File: config.mk
export PLATFORM = sky130hd
export DESIGN_NAME = bubble_timing_top
export DESIGN_NICKNAME = d
export VERILOG_FILES = /design/src/source/bubble_timing_pkg.sv /design/src/source/access_state_fsm.sv /design/src/source/bubble_timing_top.sv /design/src/source/field_sequencer.sv /design/src/source/page_bit_tracker.sv /design/src/source/strobe_conditioner.sv
export SDC_FILE = /design/constraint.sdc
export NUM_CORES = 1
export LEC_CHECK = 0
export ABC_AREA = 1
export BUFFER_PORTS_ARGS = -buffer_cell sky130_fd_sc_hd__buf_2
export CAP_MARGIN = 20
export CELL_PAD_IN_SITES_DETAIL_PLACEMENT = 0
export CELL_PAD_IN_SITES_GLOBAL_PLACEMENT = 1
export CORE_ASPECT_RATIO = 0.6
export CORE_MARGIN = 5
export CORE_UTILIZATION = 46
export DETAILED_ROUTE_END_ITERATION = 10
export GPL_ROUTABILITY_DRIVEN = 0
export GPL_TIMING_DRIVEN = 1
export PLACE_DENSITY_LB_ADDON = 0.1
export SYNTH_ARGS = -nofsm -noshare
export SYNTH_HDL_FRONTEND = slang
export SYNTH_SLANG_ARGS = --single-unit
export TNS_END_PERCENT = 100
File: constraint.sdc
create_clock -name MCLK -period 2.8 [get_ports MCLK]
set_input_delay 0 -clock MCLK [delete_from_list [all_inputs] [get_ports MCLK]]
set_output_delay 0 -clock MCLK [all_outputs]
set_load 0.02 [all_outputs]
File: src/source/bubble_timing_pkg.sv
package bubble_timing_pkg;

    ////////////////////////////////////////////////////////////////////////
    // access modes

    // bit 2 set: field rotates
    typedef enum logic [2:0] {
        RST  = 3'b000,  // idle, field stopped
        STBY = 3'b001,  // shift start seen
        IDLE = 3'b100,  // field running, no transfer
        SWAP = 3'b101,  // page write through swap gate
        USER = 3'b111   // page read through replicator
    } access_type_t;

    typedef logic [9:0]  field_pos_t;   // MCLK ticks in one bubble cycle, 0 = stopped
    typedef logic [11:0] abs_page_t;    // loop position at the replicator
    typedef logic [12:0] cycle_num_t;   // serial bit number

    ////////////////////////////////////////////////////////////////////////
    // field positions in MCLK ticks

    localparam field_pos_t POS_BIN_FIRST  = 10'd88;   // first data-in strobe
    localparam field_pos_t POS_STOP_CHECK = 10'd208;  // -X, field may stop here
    localparam field_pos_t POS_BOUT       = 10'd326;  // -Y minus two ticks
    localparam field_pos_t POS_PLUS_Y     = 10'd568;  // +Y, end of cycle
    localparam field_pos_t POS_WRAP_TO    = 10'd89;   // 480 ticks per cycle

    // no valid bit on the output
    localparam cycle_num_t CYCLE_NONE = '1;

    // 48 MHz down to the 4 MHz controller clock
    localparam logic [3:0] DIV_PERIOD = 4'd12;

endpackage

File: src/source/access_state_fsm.sv
`timescale 1ns/1ps

module access_state_fsm
(
    input  logic                          MCLK,
    input  logic                          rst_n,
    input  logic                          bss_s,     // active low, synced
    input  logic                          bsen_s,
    input  logic                          repen_s,
    input  logic                          swapen_s,
    output bubble_timing_pkg::access_type_t acc_type
);
    import bubble_timing_pkg::*;

    logic [3:0]   strobes;
    access_type_t acc_next;

    assign strobes = {bss_s, bsen_s, repen_s, swapen_s};

    //////////////////////////////////////////////////////////////////////
    // next state from the strobe tuple

    always_comb
    begin
        acc_next = acc_type;  // unknown tuples hold
        case (strobes)
            4'b1111:  // nothing asserted
            begin
                if (acc_type != STBY)
                begin
                    acc_next = RST;
                end
            end
            4'b0111:  // shift start
            begin
                if (acc_type == RST)
                begin
                    acc_next = STBY;
                end
            end
            4'b1011:  // shift enable, seek or load
            begin
                if (acc_type == STBY || acc_type == RST)
                begin
                    acc_next = IDLE;
                end
            end
            4'b1001:  // replicate pulse during shift
            begin
                if (acc_type == IDLE)
                begin
                    acc_next = USER;
                end
            end
            4'b1010:  // swap pulse during shift
            begin
                if (acc_type == IDLE)
                begin
                    acc_next = SWAP;
                end
            end
            default:
            begin
                acc_next = acc_type;
            end
        endcase
    end

    always_ff @(posedge MCLK)
    begin
        if (!rst_n)
        begin
            acc_type <= RST;
        end
        else
        begin
            acc_type <= acc_next;
        end
    end

endmodule

File: src/source/bubble_timing_top.sv
`timescale 1ns/1ps

module bubble_timing_top
#(
    parameter bubble_timing_pkg::abs_page_t  INIT_ABS_PAGE  = 12'd1951,
    parameter bubble_timing_pkg::abs_page_t  LOOP_POSITIONS = 12'd2053,
    parameter bubble_timing_pkg::cycle_num_t PROP_DELAY     = 13'd98,
    parameter bubble_timing_pkg::cycle_num_t PAGE_BITS      = 13'd584
)
(
    input  logic                            MCLK,
    input  logic                            rst_n,
    input  logic                            en_n,
    input  logic                            bss_n,
    input  logic                            bsen_n,
    input  logic                            repen_n,
    input  logic                            swapen_n,
    output logic                            clk_out,
    output bubble_timing_pkg::access_type_t acc_type,
    output bubble_timing_pkg::abs_page_t    abs_page,
    output bubble_timing_pkg::cycle_num_t   bout_cycle_num,
    output logic                            bin_clk_en_n,
    output logic                            bout_clk_en_n
);
    import bubble_timing_pkg::*;

    logic       bss_s;
    logic       bsen_s;
    logic       repen_s;
    logic       swapen_s;
    field_pos_t field_pos;  // shared by sequencer and tracker

    strobe_conditioner i_strobe_conditioner
    (
        .MCLK     (MCLK),
        .rst_n    (rst_n),
        .en_n     (en_n),
        .bss_n    (bss_n),
        .bsen_n   (bsen_n),
        .repen_n  (repen_n),
        .swapen_n (swapen_n),
        .clk_out  (clk_out),
        .bss_s    (bss_s),
        .bsen_s   (bsen_s),
        .repen_s  (repen_s),
        .swapen_s (swapen_s)
    );

    access_state_fsm i_access_state_fsm
    (
        .MCLK     (MCLK),
        .rst_n    (rst_n),
        .bss_s    (bss_s),
        .bsen_s   (bsen_s),
        .repen_s  (repen_s),
        .swapen_s (swapen_s),
        .acc_type (acc_type)
    );

    field_sequencer #(
        .INIT_ABS_PAGE  (INIT_ABS_PAGE),
        .LOOP_POSITIONS (LOOP_POSITIONS)
    ) i_field_sequencer (
        .MCLK          (MCLK),
        .rst_n         (rst_n),
        .acc_type      (acc_type),
        .field_pos     (field_pos),
        .abs_page      (abs_page),
        .bin_clk_en_n  (bin_clk_en_n),
        .bout_clk_en_n (bout_clk_en_n)
    );

    page_bit_tracker #(
        .PROP_DELAY (PROP_DELAY),
        .PAGE_BITS  (PAGE_BITS)
    ) i_page_bit_tracker (
        .MCLK           (MCLK),
        .rst_n          (rst_n),
        .acc_type       (acc_type),
        .field_pos      (field_pos),
        .bout_cycle_num (bout_cycle_num)
    );

endmodule

File: src/source/field_sequencer.sv
`timescale 1ns/1ps

module field_sequencer
#(
    parameter bubble_timing_pkg::abs_page_t INIT_ABS_PAGE  = 12'd1951,
    parameter bubble_timing_pkg::abs_page_t LOOP_POSITIONS = 12'd2053
)
(
    input  logic                            MCLK,
    input  logic                            rst_n,
    input  bubble_timing_pkg::access_type_t acc_type,
    output bubble_timing_pkg::field_pos_t   field_pos,
    output bubble_timing_pkg::abs_page_t    abs_page,
    output logic                            bin_clk_en_n,   // sample write data
    output logic                            bout_clk_en_n   // launch read data
);
    import bubble_timing_pkg::*;

    logic rotating;

    assign rotating = acc_type[2];  // IDLE, USER, SWAP

    //////////////////////////////////////////////////////////////////////
    // rotating field position

    always_ff @(posedge MCLK)
    begin
        if (!rst_n)
        begin
            field_pos <= '0;
        end
        else if (field_pos == '0)
        begin
            if (rotating)
            begin
                field_pos <= 10'd1;  // start of first cycle
            end
        end
        else if (field_pos == POS_STOP_CHECK && !rotating)
        begin
            field_pos <= '0;  // stop at -X only
        end
        else if (field_pos == POS_PLUS_Y)
        begin
            field_pos <= POS_WRAP_TO;
        end
        else
        begin
            field_pos <= field_pos + 10'd1;
        end
    end

    //////////////////////////////////////////////////////////////////////
    // absolute loop position, one step per +Y

    always_ff @(posedge MCLK)
    begin
        if (!rst_n)
        begin
            abs_page <= INIT_ABS_PAGE;
        end
        else if (field_pos == POS_PLUS_Y)
        begin
            if (abs_page == LOOP_POSITIONS - 12'd1)
            begin
                abs_page <= '0;
            end
            else
            begin
                abs_page <= abs_page + 12'd1;
            end
        end
    end

    // data strobes, one tick after the matching position
    always_ff @(posedge MCLK)
    begin
        if (!rst_n)
        begin
            bin_clk_en_n  <= 1'b1;
            bout_clk_en_n <= 1'b0;  // stopped field reads as position 0
        end
        else
        begin
            bin_clk_en_n  <= !(field_pos == POS_BIN_FIRST || field_pos == POS_PLUS_Y);
            bout_clk_en_n <= !(field_pos == '0 || field_pos == POS_BOUT);
        end
    end

endmodule

File: src/source/page_bit_tracker.sv
`timescale 1ns/1ps

module page_bit_tracker
#(
    parameter bubble_timing_pkg::cycle_num_t PROP_DELAY = 13'd98,
    parameter bubble_timing_pkg::cycle_num_t PAGE_BITS  = 13'd584
)
(
    input  logic                            MCLK,
    input  logic                            rst_n,
    input  bubble_timing_pkg::access_type_t acc_type,
    input  bubble_timing_pkg::field_pos_t   field_pos,
    output bubble_timing_pkg::cycle_num_t   bout_cycle_num
);
    import bubble_timing_pkg::*;

    cycle_num_t prop_cnt;   // empty cycles seen so far
    cycle_num_t bit_cnt;    // next bit number to present
    logic       at_plus_y;
    logic       clear_rst;
    logic       prop_done;

    assign at_plus_y = (field_pos == POS_PLUS_Y);
    assign clear_rst = (field_pos == '0) && (acc_type == RST);
    assign prop_done = (prop_cnt == PROP_DELAY);

    //////////////////////////////////////////////////////////////////////
    // propagation delay, then page bits

    always_ff @(posedge MCLK)
    begin
        if (!rst_n)
        begin
            prop_cnt       <= '0;
            bit_cnt        <= '0;
            bout_cycle_num <= CYCLE_NONE;
        end
        else if (clear_rst)
        begin
            prop_cnt       <= '0;
            bit_cnt        <= '0;
            bout_cycle_num <= CYCLE_NONE;
        end
        else if (at_plus_y)
        begin
            if (acc_type != USER)
            begin
                // idle or swap, nothing leaves the detector
                prop_cnt       <= '0;
                bit_cnt        <= '0;
                bout_cycle_num <= CYCLE_NONE;
            end
            else if (!prop_done)
            begin
                prop_cnt       <= prop_cnt + 13'd1;  // line still empty
                bout_cycle_num <= CYCLE_NONE;
            end
            else
            begin
                bout_cycle_num <= bit_cnt;
                if (bit_cnt != PAGE_BITS - 13'd1)
                begin
                    bit_cnt <= bit_cnt + 13'd1;
                end
                // last bit number held after the page ends
            end
        end
    end

endmodule

File: src/source/strobe_conditioner.sv
`timescale 1ns/1ps

module strobe_conditioner
(
    input  logic MCLK,
    input  logic rst_n,
    input  logic en_n,      // high masks every strobe
    input  logic bss_n,     // shift start
    input  logic bsen_n,    // shift enable
    input  logic repen_n,   // replicator enable
    input  logic swapen_n,  // swap gate enable
    output logic clk_out,   // 4 MHz to the controller
    output logic bss_s,     // synced levels, still active low
    output logic bsen_s,
    output logic repen_s,
    output logic swapen_s
);
    import bubble_timing_pkg::*;

    logic [3:0] div_cnt;     // 0..11
    logic       sample_en;
    logic [3:0] strobe_raw;
    logic [3:0] sync_1;
    logic [3:0] sync_2;

    //////////////////////////////////////////////////////////////////////
    // divider, 6 ticks high / 6 ticks low

    always_ff @(posedge MCLK)
    begin
        if (!rst_n)
        begin
            div_cnt <= '0;
            clk_out <= 1'b1;
        end
        else if (div_cnt == DIV_PERIOD - 4'd1)
        begin
            div_cnt <= '0;
            clk_out <= 1'b0;  // controller launches on this edge
        end
        else
        begin
            div_cnt <= div_cnt + 4'd1;
            if (div_cnt == (DIV_PERIOD >> 1) - 4'd1)
            begin
                clk_out <= 1'b1;
            end
        end
    end

    // counts 3, 7, 11 = falling phase of the 12 MHz reference
    assign sample_en = (div_cnt[1:0] == 2'b11);

    //////////////////////////////////////////////////////////////////////
    // mask, two-flop sync, then phase capture

    assign strobe_raw = {4{en_n}} | {bss_n, bsen_n, repen_n, swapen_n};

    always_ff @(posedge MCLK)
    begin
        if (!rst_n)
        begin
            sync_1 <= '1;  // all inactive
            sync_2 <= '1;
            {bss_s, bsen_s, repen_s, swapen_s} <= '1;
        end
        else
        begin
            sync_1 <= strobe_raw;
            sync_2 <= sync_1;
            if (sample_en)
            begin
                {bss_s, bsen_s, repen_s, swapen_s} <= sync_2;
            end
        end
    end

endmodule

==> results.yml <==
run_status:
  outcome: "finished, final reports clean"
logic_synthesis:
  synthMuxAreaShare_pct: 0
  synthArstFlopShare_pct: 0
  synth_fp_nets: 695
  synth_top_family_by_area: "simple AND/OR/NAND/NOR gates"
  seq_area_frac_synth_pct: 36.1
  ys.warnings.count: 0
  synth_edf_count: 0
  yosys_most_used_dff: "dfxtp_1"
  synth_xor_xnor_area_share_pct: 2.28
  yosys.area_share.simple_pct: 39.3
  ys_top_cells_by_area: "dfxtp_1 36%, nand2_1 13%, nor2_1 8.9%"
  synthAdderAreaFrac_pct: 2.72
  synth_top_area_share_pct: 36.1
  ys_ff_latch: 83
  netlist_area_sq_um: 4600
  synth_cells: 678
  synth_most_common_cell: "nand2_1"
  synth_cell_type_count: 42
  yosysTopAreaCell: "dfxtp_1"
  synth_commonest_cells: "164 x nand2_1, 109 x nor2_1, 83 x dfxtp_1, 69 x inv_1, 50 x nand3_1"
  synth_compound_area_share_pct: 10.1
  synth.avg_cell_area_sq_um: 6.79
layout:
  nFillCells: 1010
  area.growth.synth_to_final_pct: 14.9
  n_antenna_cell: 0
  drive_gt1_share_pct: 12.5
  stdcell_count: 861
  nets: 738
  fin_util_pct: 53.9
  stdcell_area_sq_um: 5290
route:
  wirelength_mm: 11.4
  ant_nets: 0
  dr.pass1.iters: 5
  vias_per_cell: 5.12
  drc: 0
  routed-via-count: 4405
  drt_iter0_drc: 231
  routedWlPerCell_um: 13.3
setup_path:
  cpPeakStageDelay_ps: 470
  critPathRequiredTime_ps: 3030
  cpMostUsedCell: "nand2_1"
  cp_cell_sequence: "inv_1, ha_1, nand2_1, nor2_2, nand2_1, nor2_4, nand3_1, nor2_1, xor2_1, nand2_1"
  cp-end-kind: "flop"
  r2r_start: "i_field_sequencer.field_pos[0]$_SDFFE_PN0P_"
  slowest_stage: "nor2_4"
  crit_start: "i_field_sequencer.field_pos[0]$_SDFFE_PN0P_"
  start_kind: "flop"
  criticalPathCategory: "reg -> reg"
  arrival_ps: 2400
  critPathMaxFanout: 24
timing:
  post-route-min-period_ps: 2170
  finalSetupViolCount: 0
  finalHoldViolCount: 0
  drv_slew: 0
  finalClockSkew_ps: 10.9
  fmax_ghz: 0.460
  grt_setup_unrepaired: "false"
  hold_ws_ps: 411
  max-slew-margin-rel_pct: 51.7
  fin_setup_tns_ps: 0
  period_share_pct: 77.6
  fin_ws_ps: 628
  tightestPinTransition_ps: 722
grt:
  grt_pass1_wl_mm: 19.4
  grt_use_met1_pct: 28.0
  met3_usage_pct: 5.10
  grt_pass1_vias: 3956
  antenna_found_initial: 0
  track_usage_pct: 19.4
  grt_remaining_overflow: 0
  grt_use_met2_pct: 28.6
  grt_max_degree: 25
  grt_busiest_layer: "met2"
placed_design:
  portBuffers: 37
  dp_hpwl_mm: 8.19
  place_ws_ps: 632
  place_inst: 832
  place_area_sq_um: 4850
clock_tree:
  clk_latency_ps: 340
  root_buffer: "clkbuf_16"
  htreeDepth: 3
  cts_tree: "built"
  cts_resized: 0
  clockBufferDepth: 2
  numCtsBuffers: 9
  path_clk_slew_ps: 60
  clock-sinks: 83
floorplanning:
  die_h_um: 87.5
  die_area_sq_um: 12200
  core.rowCount: 28
  die_width_um: 139
  pin_count: 38
  start_util_pct: 46.9
  core_area_sq_um: 9810
worst_hold_path:
  hp-start: "i_strobe_conditioner.sync_1[3]$_SDFF_PN1_"
  hold_path_class: "reg -> reg"
power:
  leakage_nw: 2.10
  max-vdd-ir-drop_v: 0.000369
  p_total_mw: 3.09
  p_per_area_nw_per_um2: 584
flow_run:
  drv_cap: 0
==> final timing paths <==
check	end	slack, ps	cells after the start
min	i_strobe_conditioner.sync_2[3]$_SDFF_PN1_	410	1
min reg2reg	i_strobe_conditioner.sync_2[3]$_SDFF_PN1_	410	1
max	i_field_sequencer.abs_page[7]$_SDFFE_PN1N_	630	10
max reg2reg	i_field_sequencer.abs_page[7]$_SDFFE_PN1N_	630	10
==> layer usage <==
metal  share of wire (%)  vias to the layer above
li1                    -                     2278
met1                  52                     1979
met2                  40                      132
met3                 6.3                       16
met4                 1.5                        0
met5                   0                        -
==> cell usage in the layout, fill, tap and decap left out, drive strengths merged, types with 2 or more instances in the layout <==
cell / count
xor2: 12
nor3: 20
inv: 77
nor4: 3
nand3: 53
nand4: 18
nor2: 120
or2: 4
nand2: 171
o21ai: 30
a211oi: 2
dlygate4sd3: 13
ha: 10
a21oi: 37
clkinvlp: 2
nor3b: 3
o211ai: 9
clkinv: 2
clkbuf: 10
buf: 40
dfxtp: 83
==> area by class of cell <==
type / instances / area, sq um / share of cell area [%]
multi-input combinational: 498 / 2510 / 47.4
sequential: 83 / 1660 / 31.4
timing repair buffer: 53 / 338 / 6.39
inverter: 76 / 303 / 5.73
clock buffer: 10 / 239 / 4.52
tap: 135 / 169 / 3.19
clock inverter: 6 / 71.3 / 1.35
==> state kept, by name, indices dropped and copies added (netlist names) <==
signal	flops
i_page_bit_tracker.bit_cnt	13
i_page_bit_tracker.bout_cycle_num	13
i_page_bit_tracker.prop_cnt	13
i_field_sequencer.abs_page	12
i_field_sequencer.field_pos	10
i_strobe_conditioner.div_cnt	4
i_strobe_conditioner.sync_1	4
i_strobe_conditioner.sync_2	4
i_access_state_fsm.acc_type	3
i_field_sequencer.bin_clk_en_n	1
i_field_sequencer.bout_clk_en_n	1
i_strobe_conditioner.bsen_s	1
i_strobe_conditioner.bss_s	1
i_strobe_conditioner.clk_out	1
i_strobe_conditioner.repen_s	1
i_strobe_conditioner.swapen_s	1
==> critical path: cells and delay by family (launching register included) <==
family	cells	cell delay (ps)
xor gates and xnor gates	1	170
and+or+nand+nor	7	1260
adders and majority gates	1	180
DFF	1	320
buffers and inverters	1	110
==> timing repair <==
action / in CTS / in global routing
buffers inserted: 0 / 0
endpoints found under the hold margin: 5 / 0
hold buffers: 13 / 0
==> power by group <==
part           internal [mW]  total, mW  switching (mW)
combinational          0.166      0.571           0.406
clock                  0.725       1.24           0.516
sequential              1.23       1.27          0.0457
==> cells by family after synthesis <==
kind of cell,Yosys count
DFF,83
buffers and inverters,97
adders and majority gates,10
AOI/OAI and AO/OA,83
and+or+nand+nor,393
xor gates and xnor gates,12
Power figures use the tool's default switching activity.
